**src/hw/pet_defines.svh**
```systemverilog
`ifndef PET_DEFINES_SVH
`define PET_DEFINES_SVH

// Game timing
// Small divider for simulation, the board build uses a large one
`define PET_TICK_DIV 8

// Ticks between two decay or recovery steps
`define PET_DECAY_TICKS 6

// Level limits of every need
`define PET_LEVEL_MAX 10  // Shown as "A"
`define PET_LEVEL_INIT 8  // After reset and game reset

// Face turns happy at this level
`define PET_HAPPY_MIN 5

`endif

```
**src/hw/pet_pkg.sv**
```systemverilog
package pet_pkg;

    // The four needs, also the bit index into feed and buttons
    typedef enum logic [1:0] {
        NEED_HEALTH = 2'd0,
        NEED_ENERGY = 2'd1,
        NEED_HUNGER = 2'd2,
        NEED_FUN    = 2'd3
    } need_e;

    // Game mode
    typedef enum logic {
        MODE_NORMAL = 1'b0,
        MODE_TEST   = 1'b1  // No decay, presses toggle 1 <-> 10
    } mode_e;

    // One need level, 0 to 10
    typedef logic [3:0] pet_level_t;

    // Commands sampled on a game tick
    typedef struct packed {
        logic [3:0] feed;  // One bit per need_e
        logic test_req;    // Enter test mode
        logic game_reset;  // Restore all levels
    } pet_cmd_t;

    // All four levels together
    typedef struct packed {
        pet_level_t health;
        pet_level_t energy;
        pet_level_t hunger;
        pet_level_t fun;
    } pet_levels_t;

    // What the display block shows
    typedef struct packed {
        need_e sel;       // Last selected need
        logic happy;      // Face
        logic [6:0] seg;  // gfedcba, active high
        mode_e mode;
        logic spare;      // Always zero
    } pet_view_t;

endpackage

```
**src/hw/pet_button_sampler.sv**
```systemverilog
`include "pet_defines.svh"

module pet_button_sampler import pet_pkg::*; (
    input  logic clk,
    input  logic reset,
    input  logic [3:0] btn_need,  // Indexed by need_e
    input  logic btn_test,
    input  logic btn_reset,
    output logic tick,            // One cycle per game tick
    output logic blink,           // Toggles on every tick
    output pet_cmd_t cmd          // Valid while tick is high
);

    localparam int CNT_W = $clog2(`PET_TICK_DIV + 1);
    localparam int NUM_BTN = 6;

    logic [CNT_W-1:0] tick_cnt;  // Cycles within a tick
    logic tick_end;              // Last cycle before a tick

    logic [NUM_BTN-1:0] btn_raw;  // {need[3:0], test, reset}
    logic [NUM_BTN-1:0] sync_1;   // First synchroniser stage
    logic [NUM_BTN-1:0] sync_2;   // Second stage, safe to use
    logic [NUM_BTN-1:0] btn_prev; // For edge detection
    logic [NUM_BTN-1:0] btn_rise; // Rising edges this cycle
    logic [NUM_BTN-1:0] pending;  // Presses since the last tick
    logic [NUM_BTN-1:0] taken;    // Presses handed to the tick

    assign tick_end = (tick_cnt == CNT_W'(`PET_TICK_DIV - 1));

    // Tick divider, first tick PET_TICK_DIV cycles after reset
    always_ff @(posedge clk or posedge reset) begin
        if (reset) begin
            tick_cnt <= '0;
            tick <= 1'b0;
            blink <= 1'b0;
        end else begin
            tick <= tick_end;             // Registered pulse
            if (tick_end) begin
                tick_cnt <= '0;
                blink <= ~blink;          // Visible heartbeat
            end else begin
                tick_cnt <= tick_cnt + 1'b1;
            end
        end
    end

    assign btn_raw = {btn_need, btn_test, btn_reset};
    assign btn_rise = sync_2 & ~btn_prev;
    assign taken = pending | btn_rise;  // Edge on the tick edge still counts

    // Synchroniser, edge detect and press latch
    always_ff @(posedge clk or posedge reset) begin
        if (reset) begin
            sync_1 <= '0;
            sync_2 <= '0;
            btn_prev <= '0;
            pending <= '0;
        end else begin
            sync_1 <= btn_raw;
            sync_2 <= sync_1;
            btn_prev <= sync_2;
            if (tick_end) begin
                pending <= '0;            // Copied into cmd below
            end else begin
                pending <= taken;         // Presses merge until tick
            end
        end
    end

    // Command word, loaded together with the tick pulse
    always_ff @(posedge clk or posedge reset) begin
        if (reset) begin
            cmd <= '0;
        end else if (tick_end) begin
            cmd.feed <= taken[5:2];
            cmd.test_req <= taken[1];
            cmd.game_reset <= taken[0];
        end
    end

endmodule

```
**src/hw/pet_mode_ctrl.sv**
```systemverilog
module pet_mode_ctrl import pet_pkg::*; (
    input  logic clk,
    input  logic reset,
    input  logic tick,
    input  pet_cmd_t cmd,
    input  logic rest,    // Lights off, gates the energy button
    output mode_e mode,
    output need_e sel,    // Need on the display
    output logic clear    // Game reset, for the tick cycle
);

    mode_e mode_next;
    need_e sel_next;
    logic [3:0] feed_ok;  // Feed bits that may select

    // Game reset wins over every other command
    assign clear = tick & cmd.game_reset;

    // Mode FSM
    always_comb begin
        mode_next = mode;
        if (cmd.game_reset) begin
            mode_next = MODE_NORMAL;      // Leave test mode
        end else if (cmd.test_req) begin
            mode_next = MODE_TEST;
        end
    end

    // Lowest indexed fed need becomes the selection
    always_comb begin
        feed_ok = cmd.feed;
        feed_ok[NEED_ENERGY] = cmd.feed[NEED_ENERGY] & rest;  // Awake pet ignores it
        sel_next = sel;
        for (int i = 3; i >= 0; i--) begin
            if (feed_ok[i]) begin
                sel_next = need_e'(i);    // Lower index overrides
            end
        end
        if (cmd.game_reset) begin
            sel_next = NEED_HEALTH;
        end
    end

    always_ff @(posedge clk or posedge reset) begin
        if (reset) begin
            mode <= MODE_NORMAL;
            sel <= NEED_HEALTH;
        end else if (tick) begin          // cmd only valid now
            mode <= mode_next;
            sel <= sel_next;
        end
    end

endmodule

```
**src/hw/pet_need_counter.sv**
```systemverilog
`include "pet_defines.svh"

module pet_need_counter import pet_pkg::*; #(
    parameter bit RECOVER_ON_REST = 1'b0  // Energy style need
) (
    input  logic clk,
    input  logic reset,
    input  logic tick,
    input  logic feed,         // This need's button, tick cycle only
    input  logic rest,         // Lights off
    input  mode_e mode,
    input  logic clear,        // Game reset strobe
    output pet_level_t level
);

    localparam int TIMER_W = $clog2(`PET_DECAY_TICKS + 1);
    localparam pet_level_t LVL_MAX = pet_level_t'(`PET_LEVEL_MAX);
    localparam pet_level_t LVL_INIT = pet_level_t'(`PET_LEVEL_INIT);
    localparam pet_level_t LVL_LOW = pet_level_t'(1);  // Test mode low value

    logic [TIMER_W-1:0] timer;  // Ticks since the last step
    logic step;                 // Decay or recovery due
    logic feed_ok;              // Accepted press
    logic recover;              // Step goes up instead of down

    assign step = (timer == TIMER_W'(`PET_DECAY_TICKS - 1));
    assign recover = RECOVER_ON_REST && rest;
    // Energy can only be fed while resting
    assign feed_ok = feed && (!RECOVER_ON_REST || rest);

    always_ff @(posedge clk or posedge reset) begin
        if (reset) begin
            level <= LVL_INIT;
            timer <= '0;
        end else if (tick) begin
            if (clear) begin
                level <= LVL_INIT;        // Game reset
                timer <= '0;
            end else if (mode == MODE_TEST) begin
                timer <= '0;              // Decay frozen
                if (feed_ok) begin
                    // Toggle between the two test values
                    level <= (level == LVL_LOW) ? LVL_MAX : LVL_LOW;
                end
            end else begin
                // Timer runs on every normal tick
                if (step) begin
                    timer <= '0;
                end else begin
                    timer <= timer + 1'b1;
                end
                if (feed_ok) begin
                    if (level < LVL_MAX) begin
                        level <= level + 1'b1;  // Feed, saturating
                    end
                end else if (step) begin
                    if (recover) begin
                        if (level < LVL_MAX) begin
                            level <= level + 1'b1;  // Sleeping recovers
                        end
                    end else if (level != '0) begin
                        level <= level - 1'b1;  // Decay, stops at 0
                    end
                end
            end
        end
    end

endmodule

```
**src/hw/pet_display.sv**
```systemverilog
`include "pet_defines.svh"

module pet_display import pet_pkg::*; (
    input  logic clk,
    input  logic reset,
    input  pet_levels_t levels,
    input  need_e sel,
    input  mode_e mode,
    output pet_view_t view   // Registered, one cycle behind
);

    pet_level_t shown;       // Level of the selected need

    // Digit encoder, gfedcba active high
    function automatic logic [6:0] seg_code(input pet_level_t lvl);
        case (lvl)
            4'd0: seg_code = 7'b0111111;
            4'd1: seg_code = 7'b0000110;
            4'd2: seg_code = 7'b1011011;
            4'd3: seg_code = 7'b1001111;
            4'd4: seg_code = 7'b1100110;
            4'd5: seg_code = 7'b1101101;
            4'd6: seg_code = 7'b1111101;
            4'd7: seg_code = 7'b0000111;
            4'd8: seg_code = 7'b1111111;
            4'd9: seg_code = 7'b1101111;
            4'd10: seg_code = 7'b1110111;  // "A" for full
            default: seg_code = 7'b0000000;  // Blank
        endcase
    endfunction

    always_comb begin
        case (sel)
            NEED_HEALTH: shown = levels.health;
            NEED_ENERGY: shown = levels.energy;
            NEED_HUNGER: shown = levels.hunger;
            default: shown = levels.fun;
        endcase
    end

    always_ff @(posedge clk or posedge reset) begin
        if (reset) begin
            view.sel <= NEED_HEALTH;
            view.happy <= (`PET_LEVEL_INIT >= `PET_HAPPY_MIN);  // Initial face
            view.seg <= seg_code(pet_level_t'(`PET_LEVEL_INIT));
            view.mode <= MODE_NORMAL;
            view.spare <= 1'b0;
        end else begin
            view.sel <= sel;
            view.happy <= (shown >= pet_level_t'(`PET_HAPPY_MIN));
            view.seg <= seg_code(shown);
            view.mode <= mode;
            view.spare <= 1'b0;
        end
    end

endmodule

```
**src/hw/pet_top.sv**
```systemverilog
module pet_top import pet_pkg::*; (
    input  logic clk,
    input  logic reset,
    input  logic [3:0] btn_need,   // Indexed by need_e
    input  logic btn_test,
    input  logic btn_reset,        // Game reset button
    input  logic rest,             // Lights off
    output pet_levels_t levels,
    output pet_view_t view,
    output logic blink             // Tick heartbeat
);

    logic tick;       // Game tick enable
    pet_cmd_t cmd;    // Commands of this tick
    mode_e mode;
    need_e sel;
    logic clear;      // Game reset strobe

    pet_button_sampler u_sampler (
        .clk(clk),
        .reset(reset),
        .btn_need(btn_need),
        .btn_test(btn_test),
        .btn_reset(btn_reset),
        .tick(tick),
        .blink(blink),
        .cmd(cmd)
    );

    pet_mode_ctrl u_mode (
        .clk(clk),
        .reset(reset),
        .tick(tick),
        .cmd(cmd),
        .rest(rest),
        .mode(mode),
        .sel(sel),
        .clear(clear)
    );

    pet_need_counter #(.RECOVER_ON_REST(1'b0)) u_health (
        .clk(clk), .reset(reset), .tick(tick),
        .feed(cmd.feed[NEED_HEALTH]), .rest(rest),
        .mode(mode), .clear(clear), .level(levels.health)
    );

    // Only energy recovers while resting
    pet_need_counter #(.RECOVER_ON_REST(1'b1)) u_energy (
        .clk(clk), .reset(reset), .tick(tick),
        .feed(cmd.feed[NEED_ENERGY]), .rest(rest),
        .mode(mode), .clear(clear), .level(levels.energy)
    );

    pet_need_counter #(.RECOVER_ON_REST(1'b0)) u_hunger (
        .clk(clk), .reset(reset), .tick(tick),
        .feed(cmd.feed[NEED_HUNGER]), .rest(rest),
        .mode(mode), .clear(clear), .level(levels.hunger)
    );

    pet_need_counter #(.RECOVER_ON_REST(1'b0)) u_fun (
        .clk(clk), .reset(reset), .tick(tick),
        .feed(cmd.feed[NEED_FUN]), .rest(rest),
        .mode(mode), .clear(clear), .level(levels.fun)
    );

    pet_display u_display (
        .clk(clk),
        .reset(reset),
        .levels(levels),
        .sel(sel),
        .mode(mode),
        .view(view)
    );

endmodule

```
**config.mk**
```make
export PLATFORM = sky130hd
export DESIGN_NAME = pet_top
export DESIGN_NICKNAME = d
export VERILOG_FILES = /design/src/hw/pet_pkg.sv /design/src/hw/pet_button_sampler.sv /design/src/hw/pet_mode_ctrl.sv /design/src/hw/pet_need_counter.sv /design/src/hw/pet_display.sv /design/src/hw/pet_top.sv
export VERILOG_INCLUDE_DIRS = /design/src /design/src/hw
export SDC_FILE = /design/constraint.sdc
export NUM_CORES = 1
export LEC_CHECK = 0
export ABC_AREA = 0
export BUFFER_PORTS_ARGS = -buffer_cell sky130_fd_sc_hd__buf_4
export CAP_MARGIN = 15
export CELL_PAD_IN_SITES_DETAIL_PLACEMENT = 1
export CELL_PAD_IN_SITES_GLOBAL_PLACEMENT = 2
export CORE_MARGIN = 3
export CORE_UTILIZATION = 35
export CTS_CLUSTER_DIAMETER = 120
export DETAILED_ROUTE_END_ITERATION = 10
export HOLD_SLACK_MARGIN = 0.1
export PLACE_DENSITY = 0.73
export SYNTH_ARGS = -nofsm -noshare
export SYNTH_HDL_FRONTEND = slang
export SYNTH_SLANG_ARGS = --single-unit
```
**constraint.sdc**
```tcl
create_clock -name clk -period 2.2 [get_ports clk]
set_input_delay 0.22 -clock clk [delete_from_list [all_inputs] [get_ports clk]]
set_output_delay 0.22 -clock clk [all_outputs]
set_load 0.1 [all_outputs]
```
==> results.py, run 1 <==
metrics = {
    "timing": {
        "finClkSkew_ns": 0.0121,
        "min_period_ns": 1.97,
        "tns_ns": 0,
        "slew-limit-headroom_pct": 58.2,
        "slew_violations": 0,
        "rsz0062_at_grt": "no",
        "worstMarginPinSlew_ns": 0.617,
        "finalCritPeriodShare_pct": 89.4,
        "finalSetupViolCount": 0,
        "max_clock_freq_mhz": 508,
        "finalHoldViolCount": 0,
    },
    "logic_synthesis": {
        "post_synth_num_cell_types": 59,
        "synth_edf_count": 0,
        "synthFlopType": "dfrtp_1",
        "yosysSeqAreaShare_pct": 50.6,
        "synth_cells": 349,
        "yosysWarnings": 0,
        "syn_nets": 381,
        "syn_area_um2": 3880,
        "syn_area_per_cell_um2": 11.1,
        "ys_async_sr_fraction_pct": 100,
        "ys_seq_elements": 78,
    },
    "drt": {
        "wl_per_cell_um": 17.4,
        "avgViaCountPerCell": 5.22,
        "num_vias": 2797,
        "drt-pass1-iter-count": 4,
        "routed_wirelength_mm": 9.32,
        "drc": 0,
        "final_antenna_net_count": 0,
        "dr.first_iter.drc_count": 91,
    },
    "setup_path": {
        "crit_chain": "inv_1, ha_1, nor4b_1, o41ai_2, nand2_1, a211o_1",
        "r2r-start": "u_energy.level[1]",
        "reg2regPathDepth": 6,
        "cp.arrival_ns": 2.23,
        "critPathSlowestCell": "dfrtp_2",
        "critPathKind": "register to register",
        "cp-start-kind": "register",
        "max_stage_delay_ns": 0.50,
        "end_kind": "register",
        "reg2reg_setup_slack_ns": 0.23,
        "required_ns": 2.47,
        "reg2reg_to": "u_energy.level[2]",
        "cp_max_fo": 11,
    },
    "clock_tree": {
        "cts.clk_slew.worst_paths_ns": 0.09,
        "clk_path_buf_depth": 2,
        "insertion_delay_ns": 0.37,
        "clockRootBuffer": "clkbuf_8",
        "cts_sinks": 78,
        "post_cts_resized": 0,
        "postCtsSetupRepairBufs": 0,
        "cts_tree": "built",
        "cts_made_buffers": 9,
        "htreeDepth": 3,
    },
    "floorplanning": {
        "die_area_um2": 12400,
        "die_h_um": 111,
        "fp.dieW_um": 111,
        "start_util_pct": 36.8,
        "ioPinCount": 38,
        "coreArea_um2": 10600,
        "rows": 37,
    },
    "global_routing": {
        "grt_pass1_vias": 2994,
        "grt_overflow_total": 0,
        "grt_first_pass_wirelength_mm": 15.9,
        "grt.met3_usage_pct": 4.84,
        "grt.met1_usage_pct": 21.6,
        "met2_usage_pct": 24.4,
        "track_usage_pct": 16.2,
        "grt.busiest_layer": "met2",
        "antenna_found_initial": 0,
        "grt_max_degree": 51,
    },
    "power_and_ir_drop": {
        "p_per_area_nw_per_um2": 704,
        "power_w": 0.00325,
        "vdd_drop_max_v": 0.000295,
        "p_leak_nw": 2.15,
    },
    "run": {
        "maxCapViolCount": 0,
    },
    "final_layout": {
        "antenna_cells": 0,
        "mostFrequentLayoutCells": "58 x dfrtp_1, 46 x buf_4, 25 x nor2_1",
        "register_area_um2": 1980,
        "finalInstanceArea_um2": 4620,
        "drive_gt1_share_pct": 25.3,
        "n_fill_cell": 1166,
        "final_common_cell": "dfrtp_1",
        "final_cells": 536,
        "multi_input_area_um2": 1720,
        "nets": 427,
        "area_growth_pct": 18.8,
    },
    "outcome": {
        "status": "finished, final reports clean",
    },
    "worst_hold_path": {
        "min_path_type": "input port to register",
        "whs_endpoint": "u_mode.sel[1]",
        "whs_path_depth": 4,
        "min_from": "rest",
    },
    "placement": {
        "gp_congestion": 0.840,
        "portBuffers": 36,
        "placed_area_um2": 4320,
        "numPlacedInstances": 513,
        "hpwlAfterDp_mm": 6.60,
    },
}
worst max-delay path, delay by kind of cell (launching register included):
kind / cells / cell delay (ns)
AOI/OAI and AO/OA: 2 / 0.74
adders and majority gates: 1 / 0.18
buffers and inverters: 1 / 0.12
DFF: 1 / 0.50
and+or+nand+nor: 2 / 0.33
worst max path at each step:
stage                      start                 to  slack, ns
2_1_floorplan              reset  u_energy.level[0]      -0.17
3_3_place_gp       u_mode.sel[0]  u_display.view[4]       0.35
3_5_place_dp   u_energy.level[1]  u_energy.level[2]       0.24
4_1_cts        u_energy.level[1]  u_energy.level[2]       0.23
5_1_grt            u_mode.sel[0]  u_display.view[2]       0.13
6_report       u_energy.level[1]  u_energy.level[2]       0.23
registers in the layout (all words and copies together) (netlist names), 2 cells and up:
| register | count |
|---|---|
| u_sampler.btn_prev | 6 |
| u_sampler.sync_2 | 6 |
| u_health.timer | 3 |
| u_energy.level | 4 |
| u_fun.timer | 3 |
| u_hunger.timer | 3 |
| u_mode.sel | 2 |
| u_sampler.tick_cnt | 4 |
| u_fun.level | 4 |
| u_health.level | 4 |
| u_energy.timer | 3 |
| u_sampler.cmd | 6 |
| u_display.view | 11 |
| u_sampler.sync_1 | 6 |
| u_sampler.pending | 6 |
| u_hunger.level | 4 |
power breakdown:
| group | internal [W] | leakage (nW) | switching [W] |
|---|---|---|---|
| registers | 0.00150 | 0.951 | 0.0000578 |
| clock network | 0.000657 | 0.117 | 0.000597 |
| logic | 0.000137 | 1.08 | 0.000305 |
| total | 0.00229 | 2.15 | 0.000960 |
stage by stage:
stage | utilization, % | hold WS [ns] | setup slack, ns
final | 43.7 | 0.302 | 0.233
after global routing | 43.7 | 0.305 | 0.130
after CTS | 43.7 | 0.279 | 0.226
after detailed placement | 40.9 | 0.288 | 0.236
after global placement | 40.9 | 0.277 | 0.352
after floorplan | - | 0.251 | -0.168
logic make-up (layout without fill, tap and decap cells):
| family | Yosys count | in the layout | synth area share, % |
|---|---|---|---|
| fa+ha+maj | 23 | 23 | 7.41 |
| mux | 21 | 21 | 6.89 |
| flops | 78 | 78 | 50.6 |
| other cells | 1 | 1 | 0.0965 |
| buf+inv | 42 | 93 | 5.12 |
| xor+xnor | 6 | 6 | 1.35 |
| compound gates | 85 | 85 | 15.3 |
| simple gates | 93 | 93 | 13.2 |
what timing repair did:
| action | in CTS | in global routing |
|---|---|---|
| hold endpoints to repair | 22 | 0 |
| hold buffers | 7 | 0 |
| setup endpoints to repair | 0 | 0 |
synth_stat cells, types with 5 or more instances:
library cell	n	area (µm²)
a31oi_1	5	31.3
nor2_1	25	93.8
dfstp_2	12	315
mux2_2	6	67.6
a21o_1	6	45.0
a21oi_1	15	75.1
nand3_1	6	30.0
nand2_1	20	75.1
nand2b_1	6	37.5
buf_2	6	30.0
o21ai_0	21	105
ha_1	23	288
clkbuf_1	8	30.0
dfrtp_1	66	1650
mux2i_1	11	110
inv_1	22	82.6
cell type report:
class                   count  area share, %
clock inverters             7           2.22
flip-flops and latches     78           42.8
clock buffers               9           2.68
repair buffers             54           9.43
well taps                 136           3.69
multi-input cells         229           37.2
inverters                  23           1.90
routing by layer:
| layer | part of all wire [%] | wire, µm | vias to the layer above |
|---|---|---|---|
| met1 | 47 | 4400 | 1399 |
| li1 | - | - | 1328 |
| met5 | 0 | 0 | - |
| met4 | 2.5 | 234 | 0 |
| met3 | 4.5 | 416 | 19 |
| met2 | 46 | 4270 | 51 |
Note: power is estimated with default switching activity, not from simulation.
==> run 2, diff against run 1 <==
--- a/config.mk
+++ b/config.mk
@@ -12,11 +12,11 @@
 export CELL_PAD_IN_SITES_DETAIL_PLACEMENT = 1
 export CELL_PAD_IN_SITES_GLOBAL_PLACEMENT = 2
 export CORE_MARGIN = 3
-export CORE_UTILIZATION = 35
+export CORE_UTILIZATION = 25
 export CTS_CLUSTER_DIAMETER = 120
 export DETAILED_ROUTE_END_ITERATION = 10
 export HOLD_SLACK_MARGIN = 0.1
-export PLACE_DENSITY = 0.73
+export PLACE_DENSITY = 0.55
 export SYNTH_ARGS = -nofsm -noshare
 export SYNTH_HDL_FRONTEND = slang
 export SYNTH_SLANG_ARGS = --single-unit
==> run 2 against run 1 <==
  * First-iteration DRC count increased by 6.6%
  * Register-to-register slack better by 0.06 ns
  * Via count up 0.39%
  * Critical path depth decreased by 2
  * Final area grew 3.5%
==> results.py, run 2 (synthesis results as in run 1) <==
metrics = {
    "drt": {
        "wl_per_cell_um": 17.1,
        "drt-pass1-iter-count": 4,
        "avgViaCountPerCell": 4.79,
        "final_antenna_net_count": 0,
        "routed_wirelength_mm": 10.0,
        "drc": 0,
        "dr.first_iter.drc_count": 97,
        "num_vias": 2808,
    },
    "final_layout": {
        "largest_reg_flops": 11,
        "finalInstanceArea_um2": 4780,
        "postLayoutCoreUtil_pct": 32.1,
        "regMostFlops": "u_display.view",
        "nets": 429,
        "n_fill_cell": 1647,
        "antenna_cells": 0,
        "final_common_cell": "dfrtp_1",
        "drive_gt1_share_pct": 25.1,
        "area_growth_pct": 23.0,
        "mostFrequentLayoutCells": "58 x dfrtp_1, 48 x buf_4, 25 x nor2_1",
    },
    "clock_tree": {
        "cts_tree": "built",
        "cts_sinks": 78,
        "post_cts_resized": 0,
        "htreeDepth": 3,
        "clockRootBuffer": "clkbuf_16",
        "postCtsHoldBufs": 7,
        "cts_made_buffers": 9,
        "insertion_delay_ns": 0.34,
        "cts.clk_slew.worst_paths_ns": 0.06,
        "postCtsSetupRepairBufs": 0,
        "clk_path_buf_depth": 2,
    },
    "setup_path": {
        "cp-start-kind": "register",
        "max_stage_delay_ns": 0.62,
        "crit_chain": "mux4_2, ha_1, or3b_1, o21ai_0",
        "required_ns": 2.46,
        "critPathSlowestCell": "mux4_2",
        "critPathKind": "register to register",
        "end_kind": "register",
        "cp.arrival_ns": 2.17,
        "cp_max_fo": 7,
    },
    "timing": {
        "finalCritPeriodShare_pct": 86.8,
        "min_period_ns": 1.91,
        "finalSetupViolCount": 0,
        "finClkSkew_ns": 0.0124,
        "slew-limit-headroom_pct": 64.9,
        "rsz0062_at_grt": "no",
        "slew_violations": 0,
        "max_clock_freq_mhz": 524,
        "finalHoldViolCount": 0,
        "hold_ws_ns": 0.330,
        "worstMarginPinSlew_ns": 0.518,
        "tns_ns": 0,
    },
    "placement": {
        "gp_congestion": 0.740,
        "portBuffers": 36,
        "placed_area_um2": 4390,
        "hpwlAfterDp_mm": 7.12,
    },
    "global_routing": {
        "grt_max_degree": 37,
        "track_usage_pct": 12.7,
        "grt_overflow_total": 0,
        "antenna_found_initial": 0,
        "grt_first_pass_wirelength_mm": 16.3,
        "grt_pass1_vias": 2943,
    },
    "power_and_ir_drop": {
        "vdd_drop_max_v": 0.000315,
        "p_per_area_nw_per_um2": 756,
        "power_w": 0.00361,
        "p_leak_nw": 2.19,
    },
    "floorplanning": {
        "start_util_pct": 26.1,
        "ioPinCount": 38,
        "fp.dieW_um": 131,
        "die_area_um2": 17100,
        "die_h_um": 131,
        "coreArea_um2": 14900,
        "rows": 44,
    },
    "worst_hold_path": {
        "min_path_type": "input port to register",
    },
    "outcome": {
        "status": "finished, final reports clean",
    },
    "run": {
        "maxCapViolCount": 0,
    },
}
[run 2: per-layer routing]
layer,track usage [%],vias to the layer above,part of all wire (%)
met5,0,-,0
met4,4.36,0,1.4
met3,3.09,11,2.6
met2,21.0,34,49
met1,16.1,1422,47
li1,-,1341,-
[run 2: final cells by class]
class / instances / area [µm²] / area share (%)
Multi-Input combinational cell: 229 / 1720 / 36.0
Inverter: 23 / 87.6 / 1.83
Clock buffer: 11 / 233 / 4.87
Tap cell: 184 / 230 / 4.82
Sequential cell: 78 / 1980 / 41.4
Clock inverter: 5 / 81.3 / 1.70
Timing Repair Buffer: 56 / 450 / 9.43
[run 2: critical path: cells and delay by family (launching register included)]
kind                     cells  cell delay, ns
AND/OR/NAND/NOR              1            0.39
flip-flops                   1            0.49
adder cells (fa/ha/maj)      1            0.24
AO/OA/AOI/OAI                1            0.09
multiplexers                 1            0.62
[run 2: final timing paths]
| check | from | endpoint | slack [ns] | cells after the start |
|---|---|---|---|---|
| setup reg to reg | u_mode.sel[0] | u_display.view[4] | 0.29 | 4 |
| setup / recovery | u_mode.sel[0] | u_display.view[4] | 0.29 | 4 |
| min in group asynchronous | reset | u_display.view[1] | 0.46 | 3 |
| hold reg to reg | u_sampler.sync_1[2] | u_sampler.sync_2[2] | 0.35 | 0 |
| hold / removal | rest | u_mode.sel[1] | 0.33 | 4 |
| max in group asynchronous | reset | u_energy.timer[2] | 0.99 | 5 |
[run 2: metrics by stage]
step / instances / setup WS [ns]
after CTS: 586 / 0.269
after detailed placement: 563 / 0.285
after floorplan: 349 / -0.168
after global routing: 586 / 0.145
final: 586 / 0.290
after global placement: 563 / 0.322
[run 2: power breakdown]
part           switching, W  internal [W]  total [W]  leakage, nW
sequential        0.0000637       0.00150    0.00156        0.951
combinational      0.000303      0.000138   0.000441         1.09
clock              0.000612      0.000997    0.00161        0.150
total              0.000979       0.00263    0.00361         2.19
